<file path="src/fpu_macros.svh">
`ifndef FPU_MACROS_SVH
`define FPU_MACROS_SVH

// ===========================================================================
// Widths and constants for the single-cycle FPU
// ===========================================================================

// Word widths
`define FLEN      32           // Single-precision word
`define XLEN      32           // Integer register word

// Control field widths
`define OP_W      5            // Operation code from decode

// Classify mask
`define CLASS_W   10           // One bit per IEEE category

// Canonical quiet NaN as produced by FMIN/FMAX when both inputs are NaN
`define CANON_NAN 32'h7FC00000

`endif

</file>
<file path="src/fpu_pkg.sv">
`include "fpu_macros.svh"

package fpu_pkg;

  // ===========================================================================
  // Word types
  // ===========================================================================
  typedef logic [`FLEN-1:0] fp_word_t;     // Single-precision bit pattern
  typedef logic [`XLEN-1:0] int_word_t;    // Integer register value
  typedef logic [2:0]       cmp_funct3_t;  // Instruction funct3 (FEQ/FLT/FLE)

  // Operation codes, same encoding as the decode unit
  typedef enum logic [`OP_W-1:0] {
    FP_SGNJ  = 5'd5,
    FP_SGNJN = 5'd6,
    FP_SGNJX = 5'd7,
    FP_MIN   = 5'd8,
    FP_MAX   = 5'd9,
    FP_CMP   = 5'd11,           // funct3 picks FEQ/FLT/FLE
    FP_CLASS = 5'd12,
    FP_MV_XW = 5'd17,           // FP reg to int reg bitcast
    FP_MV_WX = 5'd18            // Int reg to FP reg bitcast
  } fpu_op_e;

  // FCLASS mask, first field is the MSB (bit 9)
  typedef struct packed {
    logic qnan;                 // Bit 9
    logic snan;                 // Bit 8
    logic pos_inf;
    logic pos_norm;
    logic pos_sub;
    logic pos_zero;
    logic neg_zero;
    logic neg_sub;
    logic neg_norm;
    logic neg_inf;              // Bit 0
  } fp_class_t;

  // ===========================================================================
  // Request, compare and response bundles
  // ===========================================================================
  typedef struct packed {
    fpu_op_e     op;
    cmp_funct3_t funct3;
    fp_word_t    operand_a;     // rs1
    fp_word_t    operand_b;     // rs2
    int_word_t   int_operand;   // Integer source for FMV.W.X
  } fpu_req_t;

  typedef struct packed {
    int_word_t cmp_word;        // 0 or 1
    fp_word_t  minmax_word;
    logic      cmp_nv;
    logic      minmax_nv;
  } cmp_out_t;

  typedef struct packed {
    fp_word_t  fp_result;
    int_word_t int_result;
    logic      flag_nv;         // Invalid operation
  } fpu_rsp_t;

endpackage

</file>
<file path="src/fp_classify.sv">
`timescale 1ns/1ps
`include "fpu_macros.svh"

module fp_classify (
  input  fpu_pkg::fp_word_t  operand,   // Word to classify
  output fpu_pkg::fp_class_t cls        // Exactly one bit set
);

  // Field split
  logic        sign;
  logic [7:0]  exponent;
  logic [22:0] fraction;

  logic exp_ones;                       // Inf or NaN
  logic exp_zero;                       // Zero or subnormal
  logic frac_zero;

  assign sign     = operand[`FLEN-1];
  assign exponent = operand[`FLEN-2:23];
  assign fraction = operand[22:0];

  assign exp_ones  = &exponent;
  assign exp_zero  = ~|exponent;
  assign frac_zero = ~|fraction;

  always_comb begin
    cls = '0;
    if (exp_ones) begin
      if (frac_zero) begin
        // Infinity
        if (sign) begin
          cls.neg_inf = 1'b1;
        end else begin
          cls.pos_inf = 1'b1;
        end
      end else if (fraction[22]) begin
        cls.qnan = 1'b1;                // Quiet bit set
      end else begin
        cls.snan = 1'b1;                // Quiet bit clear, payload nonzero
      end
    end else if (exp_zero) begin
      if (frac_zero) begin
        if (sign) begin
          cls.neg_zero = 1'b1;
        end else begin
          cls.pos_zero = 1'b1;
        end
      end else begin
        // Denormal range
        if (sign) begin
          cls.neg_sub = 1'b1;
        end else begin
          cls.pos_sub = 1'b1;
        end
      end
    end else begin
      if (sign) begin
        cls.neg_norm = 1'b1;
      end else begin
        cls.pos_norm = 1'b1;
      end
    end
  end

endmodule

</file>
<file path="src/fp_compare.sv">
`timescale 1ns/1ps
`include "fpu_macros.svh"

module fp_compare (
  input  fpu_pkg::fp_word_t    operand_a,
  input  fpu_pkg::fp_word_t    operand_b,
  input  fpu_pkg::fp_class_t   cls_a,       // From class_a_i
  input  fpu_pkg::fp_class_t   cls_b,       // From class_b_i
  input  fpu_pkg::fpu_op_e     op,          // Min or max select
  input  fpu_pkg::cmp_funct3_t funct3,      // FEQ/FLT/FLE select
  output fpu_pkg::cmp_out_t    cmp
);

  import fpu_pkg::*;

  // ===========================================================================
  // Shared sign-magnitude ordering
  // ===========================================================================
  logic              sign_a, sign_b;
  logic [`FLEN-2:0]  mag_a, mag_b;
  logic              mag_lt, mag_gt;
  logic              lt_raw;               // -0 below +0
  logic              eq_raw;               // Bitwise equal

  logic a_nan, b_nan, any_nan, any_snan;
  logic both_zero;

  assign sign_a = operand_a[`FLEN-1];
  assign sign_b = operand_b[`FLEN-1];
  assign mag_a  = operand_a[`FLEN-2:0];
  assign mag_b  = operand_b[`FLEN-2:0];
  assign mag_lt = mag_a < mag_b;
  assign mag_gt = mag_b < mag_a;
  assign eq_raw = operand_a == operand_b;

  always_comb begin
    if (sign_a != sign_b) begin
      lt_raw = sign_a;                     // Negative side is smaller
    end else if (sign_a) begin
      lt_raw = mag_gt;                     // Both negative, larger magnitude is smaller
    end else begin
      lt_raw = mag_lt;
    end
  end

  assign a_nan     = cls_a.snan | cls_a.qnan;
  assign b_nan     = cls_b.snan | cls_b.qnan;
  assign any_nan   = a_nan | b_nan;
  assign any_snan  = cls_a.snan | cls_b.snan;
  assign both_zero = (cls_a.pos_zero | cls_a.neg_zero) & (cls_b.pos_zero | cls_b.neg_zero);

  // ===========================================================================
  // FEQ / FLT / FLE
  // ===========================================================================
  logic cmp_lt, cmp_eq;                    // Zeros equal regardless of sign
  logic cmp_bit;
  logic cmp_nv;

  assign cmp_lt = lt_raw & ~both_zero;
  assign cmp_eq = eq_raw | both_zero;

  always_comb begin
    case (funct3)
      3'b001: begin                        // FLT
        cmp_bit = ~any_nan & cmp_lt;
        cmp_nv  = any_nan;                 // Signaling compare
      end
      3'b000: begin                        // FLE
        cmp_bit = ~any_nan & (cmp_lt | cmp_eq);
        cmp_nv  = any_nan;
      end
      default: begin                       // FEQ, also for unused codes
        cmp_bit = ~any_nan & cmp_eq;
        cmp_nv  = any_snan;                // Quiet compare
      end
    endcase
  end

  // ===========================================================================
  // FMIN / FMAX
  // ===========================================================================
  logic     is_max;
  fp_word_t minmax_word;

  assign is_max = op == FP_MAX;

  always_comb begin
    if (a_nan && b_nan) begin
      minmax_word = `CANON_NAN;
    end else if (a_nan) begin
      minmax_word = operand_b;             // NaN loses to a number
    end else if (b_nan) begin
      minmax_word = operand_a;
    end else if (is_max) begin
      minmax_word = lt_raw ? operand_b : operand_a;
    end else begin
      minmax_word = lt_raw ? operand_a : operand_b;
    end
  end

  assign cmp.cmp_word    = {{(`XLEN-1){1'b0}}, cmp_bit};
  assign cmp.minmax_word = minmax_word;
  assign cmp.cmp_nv      = cmp_nv;
  assign cmp.minmax_nv   = any_snan;       // Only sNaN is invalid here

endmodule

</file>
<file path="src/fpu_result_sel.sv">
`timescale 1ns/1ps
`include "fpu_macros.svh"

module fpu_result_sel (
  input  logic               clk,
  input  logic               rst_n,
  input  logic               start,       // One-cycle request strobe
  input  fpu_pkg::fpu_req_t  req,
  input  fpu_pkg::fp_class_t cls_a,       // FCLASS source
  input  fpu_pkg::cmp_out_t  cmp,         // Compare and min/max results
  output logic               done,        // Pulse one clock after start
  output fpu_pkg::fpu_rsp_t  rsp
);

  import fpu_pkg::*;

  // ===========================================================================
  // Sign injection
  // ===========================================================================
  logic     inj_sign;
  fp_word_t sgnj_word;

  always_comb begin
    case (req.op)
      FP_SGNJN: inj_sign = ~req.operand_b[`FLEN-1];
      FP_SGNJX: inj_sign = req.operand_a[`FLEN-1] ^ req.operand_b[`FLEN-1];
      default:  inj_sign = req.operand_b[`FLEN-1];   // FSGNJ
    endcase
  end

  // Magnitude always from rs1, NaN payload untouched
  assign sgnj_word = {inj_sign, req.operand_a[`FLEN-2:0]};

  // ===========================================================================
  // Legality and result mux
  // ===========================================================================
  logic     op_legal;
  logic     fire;                               // Accepted request
  fpu_rsp_t rsp_d;

  always_comb begin
    case (req.op)
      FP_SGNJ, FP_SGNJN, FP_SGNJX,
      FP_MIN, FP_MAX,
      FP_CMP, FP_CLASS,
      FP_MV_XW, FP_MV_WX: op_legal = 1'b1;
      default:            op_legal = 1'b0;
    endcase
  end

  assign fire = start & op_legal;

  always_comb begin
    rsp_d = '0;                                 // Unused word stays zero
    case (req.op)
      FP_SGNJ, FP_SGNJN, FP_SGNJX: begin
        rsp_d.fp_result = sgnj_word;            // Never raises NV
      end
      FP_MIN, FP_MAX: begin
        rsp_d.fp_result = cmp.minmax_word;
        rsp_d.flag_nv   = cmp.minmax_nv;
      end
      FP_CMP: begin
        rsp_d.int_result = cmp.cmp_word;
        rsp_d.flag_nv    = cmp.cmp_nv;
      end
      FP_CLASS: begin
        // Mask zero-extended into rd
        rsp_d.int_result = {{(`XLEN-`CLASS_W){1'b0}}, cls_a};
      end
      FP_MV_XW: begin
        rsp_d.int_result = req.operand_a;       // Raw bits, no conversion
      end
      FP_MV_WX: begin
        rsp_d.fp_result = req.int_operand;
      end
      default: begin
        rsp_d = '0;
      end
    endcase
  end

  // ===========================================================================
  // Output registers
  // ===========================================================================
  always_ff @(posedge clk or negedge rst_n) begin
    if (!rst_n) begin
      done <= 1'b0;
      rsp  <= '0;
    end else begin
      done <= fire;                             // Illegal op gives no pulse
      if (fire) begin
        rsp <= rsp_d;                           // Held until next accepted op
      end
    end
  end

endmodule

</file>
<file path="src/fpu.sv">
`timescale 1ns/1ps

module fpu (
  input  logic              clk,
  input  logic              rst_n,
  input  logic              start,       // Request strobe, one per cycle max
  input  fpu_pkg::fpu_req_t req,
  output logic              done,        // Result valid pulse
  output fpu_pkg::fpu_rsp_t rsp
);

  import fpu_pkg::*;

  // Operand classes
  fp_class_t cls_a;
  fp_class_t cls_b;

  // Shared comparison results
  cmp_out_t  cmp;

  // ===========================================================================
  // Operand classification
  // ===========================================================================
  fp_classify class_a_i (
    .operand (req.operand_a),
    .cls     (cls_a)
  );

  fp_classify class_b_i (
    .operand (req.operand_b),
    .cls     (cls_b)
  );

  // ===========================================================================
  // Compare and min/max
  // ===========================================================================
  fp_compare cmp_i (
    .operand_a (req.operand_a),
    .operand_b (req.operand_b),
    .cls_a     (cls_a),
    .cls_b     (cls_b),
    .op        (req.op),
    .funct3    (req.funct3),
    .cmp       (cmp)
  );

  // ===========================================================================
  // Result stage
  // ===========================================================================
  // Single register stage, latency 1
  fpu_result_sel sel_i (
    .clk   (clk),
    .rst_n (rst_n),
    .start (start),
    .req   (req),
    .cls_a (cls_a),           // FCLASS uses rs1 only
    .cmp   (cmp),
    .done  (done),
    .rsp   (rsp)
  );

endmodule

</file>
<file path="config.mk">
export PLATFORM = sky130hd
export DESIGN_NAME = fpu
export DESIGN_NICKNAME = d
export VERILOG_FILES = /design/src/fpu_pkg.sv /design/src/fp_classify.sv /design/src/fp_compare.sv /design/src/fpu_result_sel.sv /design/src/fpu.sv
export VERILOG_INCLUDE_DIRS = /design/src /design/src/src
export SDC_FILE = /design/constraint.sdc
export NUM_CORES = 1
export LEC_CHECK = 0
export BUFFER_PORTS_ARGS = -buffer_cell sky130_fd_sc_hd__buf_2
export CAP_MARGIN = 20
export CORE_MARGIN = 4
export CORE_UTILIZATION = 55
export DETAILED_ROUTE_END_ITERATION = 6
export GPL_TIMING_DRIVEN = 0
export PLACE_DENSITY_LB_ADDON = 0.3
export REMOVE_ABC_BUFFERS = 1
export SYNTH_ARGS = -nofsm -noshare
export SYNTH_HDL_FRONTEND = slang
export SYNTH_SLANG_ARGS = --single-unit
</file>
<file path="constraint.sdc">
create_clock -name clk -period 1.6 [get_ports clk]
set_clock_uncertainty 0.1 [all_clocks]
set_input_delay 0 -clock clk [delete_from_list [all_inputs] [get_ports clk]]
set_output_delay 0 -clock clk [all_outputs]
set_load 0.01 [all_outputs]
</file>
==> results.py, run 1 <==
metrics = {
    "logic_synthesis": {
        "async_reset_ff_share_pct": 100.0,
        "syn_avg_cell_area_um2": 8.380,
        "synth_edf_count": 0,
        "yosys_register_bits": 66,
        "yosysSeqAreaShare_pct": 33.63,
        "ys.warnings.count": 0,
        "synth_cells": 586,
        "synth.distinct_cells": 60,
        "ys.flop_type": "dfrtp_1",
        "syn-cell-area_um2": 4911,
    },
    "global_routing": {
        "gr-usage-all-layers_pct": 74.69,
        "globalRouteOverflowTotal": 1,
        "grt_max_degree": 67,
    },
    "sta": {
        "worst_endpoint": "sel_i.rsp[33]$_DFFE_PN0P_/D",
        "endpoint_type": "sequential cell input",
    },
    "place": {
        "dp_slack_ns": -1.950,
        "gp_congestion": 0.8892,
        "dp.final_hpwl_mm": 12.33,
        "port_buffers": 172,
    },
    "run_status": {
        "stop_stage": "global routing",
        "run_status": "did not finish",
        "tool.error": "[ERROR GRT-0232] Routing congestion too high. Check the congestion heatmap in the GUI.",
    },
    "die": {
        "rows": 34,
        "start_util_pct": 56.31,
        "die_height_um": 102.5,
        "die_w_um": 102.5,
        "io_pins": 173,
    },
    "clocking": {
        "numCtsBuffers": 9,
        "clockBufferDepth": 2,
        "root_buffer": "clkbuf_8",
        "cts.sink_count": 66,
        "htreeDepth": 3,
    },
}
-- synthesized netlist by cell type, types with 2 or more instances --
cell type      count  area [um2]
nand4_1           11       68.82
buf_6              8       90.09
nor2b_1            3       18.77
a22oi_1           37       277.8
nand2_1          102       382.9
nor3b_1            2       15.01
o21ai_0           72       360.4
nor4_2             2       25.02
a211o_2            2       20.02
a21oi_1           18       90.09
nor2_1            17       63.81
dlygate4sd3_1      2       20.02
a32o_1             2       20.02
a221o_1           22       220.2
a221o_2            2       22.52
nand4_2            2       25.02
inv_1             39       146.4
and3_1             2       12.51
nand3b_1           3       22.52
ha_1              37       462.9
nor4_1            15       93.84
mux2i_1            2       20.02
a31oi_1            9       56.30
nor4bb_1           2       20.02
nand3_1           22       110.1
nor3_1            15       75.07
o211ai_1           8       60.06
dfrtp_1           66        1652
o31ai_1            3       22.52
clkbuf_1          24       90.09
a211oi_1           2       15.01
a32oi_1            5       43.79
-- routing by layer --
| layer | track usage (%) | overflow |
|---|---|---|
| met5 | 28.37 | 0 |
| met1 | 75.84 | 0 |
| met2 | 88.23 | 1 |
| met3 | 65.90 | 0 |
| met4 | 67.31 | 0 |
-- per-stage QoR --
| step | utilization (%) | area [um2] | cells | setup TNS [ns] | hold slack, ns |
|---|---|---|---|---|---|
| after CTS | 92.02 | 8025 | 987 | -17.37 | 0.0001527 |
| after detailed placement | 67.46 | 5883 | 837 | -75.40 | 0.06780 |
| after floorplan | - | 4695 | 549 | -140.59 | -0.3956 |
| after global placement | 65.25 | 5690 | 829 | -258.46 | 0.1781 |
-- kinds of logic after synthesis --
group	share of synthesized area [%]
and+or+nand+nor	21.33
AOI/OAI and AO/OA	27.59
buffers and inverters	7.389
DFF	33.63
adders and majority gates	9.427
muxes	0.6369
-- timing repair --
action | 4_1_cts
setup buffers | 31
hold endpoints to repair | 130
gates cloned | 6
endpoints found under the setup margin | 60
gates resized for setup | 136
pin swaps | 36
hold buffers | 98
==> run 2: changes to the inputs <==
--- a/config.mk
+++ b/config.mk
@@ -9,10 +9,10 @@
 export BUFFER_PORTS_ARGS = -buffer_cell sky130_fd_sc_hd__buf_2
 export CAP_MARGIN = 20
 export CORE_MARGIN = 4
-export CORE_UTILIZATION = 55
+export CORE_UTILIZATION = 40
 export DETAILED_ROUTE_END_ITERATION = 6
 export GPL_TIMING_DRIVEN = 0
-export PLACE_DENSITY_LB_ADDON = 0.3
+export PLACE_DENSITY_LB_ADDON = 0.15
 export REMOVE_ABC_BUFFERS = 1
 export SYNTH_ARGS = -nofsm -noshare
 export SYNTH_HDL_FRONTEND = slang
==> run 2 against run 1 <==
Compared with the run above: the flow now finishes, with violations (hold timing, setup timing); synthesized area unchanged; synthesized cell count stayed put.
==> results.py, run 2 <==
metrics = {
    "sta": {
        "fmax_mhz": 431.7,
        "min_period_over_period_pct": 144.8,
        "rsz0062_at_grt": "true",
        "tightest_slew_ns": 0.8756,
        "min_period_ns": 2.316,
        "timing_hold_violations_final": 2,
        "drv_slew": 0,
        "hold_ws_ns": -0.006307,
        "relSlewSlack_pct": 41.62,
        "setup_viol": 34,
        "final.setup.worst_slack_ns": -0.7162,
    },
    "critical_path": {
        "endpoint_kind": "flop",
        "crit_fanout": 16,
        "crit_required_ns": 1.72,
        "start_kind": "primary input",
        "criticalPathCategory": "in2reg",
        "arrival_ns": 2.43,
    },
    "power": {
        "powerDensity_nw_per_um2": 672.6,
        "power_frac_seq_pct": 32.4,
        "p_int_uw": 3977,
        "clkPwrFrac_pct": 38.6,
        "swShare_pct": 29.43,
        "p_comb_share_pct": 29.0,
        "p_sw_uw": 1658,
        "peakVddDrop_mv": 0.5095,
        "total_power_uw": 5635,
        "total_leakage_power_uw": 0.003766,
    },
    "global_routing": {
        "grt_pass1_wl_mm": 31.19,
        "grt_max_degree": 67,
        "gr-usage-all-layers_pct": 27.75,
        "grt_pass1_vias": 5905,
        "globalRouteOverflowTotal": 0,
        "antenna_found_initial": 0,
    },
    "detailed_routing": {
        "avgRoutedWirePerCell_um": 20.27,
        "drt_iter0_drc": 641,
        "avgViaCountPerCell": 5.872,
        "drc_errors": 0,
        "num_vias": 6031,
        "drt_wl_total_mm": 20.82,
        "drtPass1Iterations": 5,
        "antenna_left": 0,
    },
    "die": {
        "io_pins": 173,
        "rows": 40,
        "die_w_um": 118.8,
        "start_util_pct": 40.89,
        "die_height_um": 118.8,
        "core-area_um2": 12010,
        "fp.dieArea_um2": 14110,
    },
    "logic_synthesis": {
        "synth_edf_count": 0,
        "ys.flop_type": "dfrtp_1",
        "ys.warnings.count": 0,
        "syn-cell-area_um2": 4911,
        "syn_avg_cell_area_um2": 8.380,
        "yosysTopAreaCell": "dfrtp_1",
        "yosysSeqAreaShare_pct": 33.63,
        "async_reset_ff_share_pct": 100.0,
        "synth_cells": 586,
        "synth.area.top_cells": "dfrtp_1 (34%), ha_1 (9.4%), nand2_1 (7.8%)",
        "synth.distinct_cells": 60,
        "synth_top_area_share_pct": 33.63,
        "synth_most_common_cell": "nand2_1",
        "yosys-top-cells-count": "nand2_1 (102), o21ai_0 (72), dfrtp_1 (66), inv_1 (39)",
        "yosys_register_bits": 66,
    },
    "finish": {
        "reg.largest.list": "sel_i.rsp x65, sel_i.done x1",
        "syn_to_final_growth_pct": 70.60,
        "antenna_cells": 0,
        "layout_commonest_cell": "buf_2",
        "instances_no_fill": 1027,
        "largest_register_ffs": 65,
        "largest-register": "sel_i.rsp",
        "final_cell_mix": "buf_2 (141), nand2_1 (99), dlygate4sd3_1 (96)",
        "nets": 1019,
        "drive_above_1_share_pct": 37.95,
    },
    "worst_hold_path": {
        "hp-class": "in2reg",
    },
    "run_status": {
        "run_status": "complete, but fails checks",
        "violations": "hold timing, setup timing",
    },
    "clocking": {
        "clk_latency_ns": 0.34,
        "cts.sink_count": 66,
        "clockBufferDepth": 2,
        "root_buffer": "clkbuf_16",
        "htreeDepth": 3,
        "numCtsBuffers": 9,
        "clk_pin_slew_ns": 0.05,
        "cts_tree": "yes",
    },
    "flow_run": {
        "max_cap_viol_count": 0,
    },
    "place": {
        "dp.final_hpwl_mm": 12.92,
        "port_buffers": 172,
        "placed_cells": 877,
        "gp_congestion": 0.8577,
    },
}
run 2: cell counts after synthesis:
Identical to the previous run, type by type.
run 2: power groups by stage:
| stage | clock [uW] | combinational (uW) | sequential (uW) |
|---|---|---|---|
| 4_1_cts | 2200 | 1440 | 1830 |
| 3_5_place_dp | 0 | 1060 | 1850 |
| 5_1_grt | 2300 | 1760 | 1840 |
| 3_3_place_gp | 0 | 1010 | 1850 |
| 6_report | 2180 | 1630 | 1830 |
| 2_1_floorplan | 0 | 468 | 1900 |
run 2: repair_timing:
action | 4_1_cts | 5_1_grt
setup buffers | 11 | 24
gates cloned | 2 | 5
hold buffers | 96 | 0
hold endpoints to repair | 131 | 0
resized for setup | 118 | 65
pin swaps | 32 | 38
endpoints found under the setup margin | 42 | 43
run 2: final cells by class:
type	instances	area [um2]
Clock buffer	11	242.7
Clock inverter	5	77.57
Fill cell	905	3633
Inverter	39	156.4
Multi-Input combinational cell	445	3507
Sequential cell	66	1652
Tap cell	147	183.9
Timing Repair Buffer	314	2559
run 2: cells by family (layout without fill, tap and decap cells):
logic type | Yosys count | after routing | share of synthesized area (%)
and+or+nand+nor | 209 | 210 | 21.33
AOI/OAI and AO/OA | 195 | 195 | 27.59
buffers and inverters | 76 | 369 | 7.389
DFF | 66 | 66 | 33.63
adders and majority gates | 37 | 37 | 9.427
muxes | 3 | 3 | 0.6369
run 2: worst paths after layout:
check                                           from                        end  slack, ns  cells after the start
max                                          req[93]  sel_i.rsp[33]$_DFFE_PN0P_      -0.72                     13
max in group asynchronous                      rst_n   sel_i.rsp[5]$_DFFE_PN0P_       0.60                      2
min                                          req[54]  sel_i.rsp[55]$_DFFE_PN0P_     -0.006                      3
max reg2reg                sel_i.rsp[42]$_DFFE_PN0P_  sel_i.rsp[42]$_DFFE_PN0P_       0.54                      3
min in group asynchronous                      rst_n  sel_i.rsp[22]$_DFFE_PN0P_       0.22                      2
min reg2reg                 sel_i.rsp[3]$_DFFE_PN0P_   sel_i.rsp[3]$_DFFE_PN0P_       0.37                      2
run 2: stage by stage:
stage | worst slack (ns) | hold slack [ns] | TNS (ns) | util [%] | cell area [um2]
6_report | -0.7162 | -0.006307 | -19.37 | 69.75 | 8378
5_1_grt | -0.7912 | 0.02348 | -22.52 | 69.75 | 8378
4_1_cts | -0.6377 | 0.00001854 | -17.46 | 65.71 | 7893
3_5_place_dp | -1.999 | 0.08005 | -63.60 | 49.39 | 5932
3_3_place_gp | -4.769 | 0.1810 | -274.00 | 47.78 | 5739
2_1_floorplan | -2.753 | -0.3956 | -140.59 | - | 4695
run 2: layer usage:
layer / global-route usage (%) / wire length [um] / vias up
met4: 8.762 / 359 / 0
li1: - / - / 2787
met1: 36.12 / 8653 / 2878
met2: 46.43 / 10100 / 326
met3: 5.407 / 1708 / 40
met5: 0 / 0 / -
run 2: worst max-delay path, cell delays in order:
cell and delay [ns]:
buf_2 0.16, inv_2 0.07, ha_4 0.29, nand4_4 0.14, nor3_2 0.22, a221oi_2 0.14, a211o_4 0.36, nand2_4 0.11
a32o_2 0.22, nor4b_4 0.05, buf_4 0.17, buf_12 0.15, a221o_2 0.33
(Power assumes the default switching activity.)
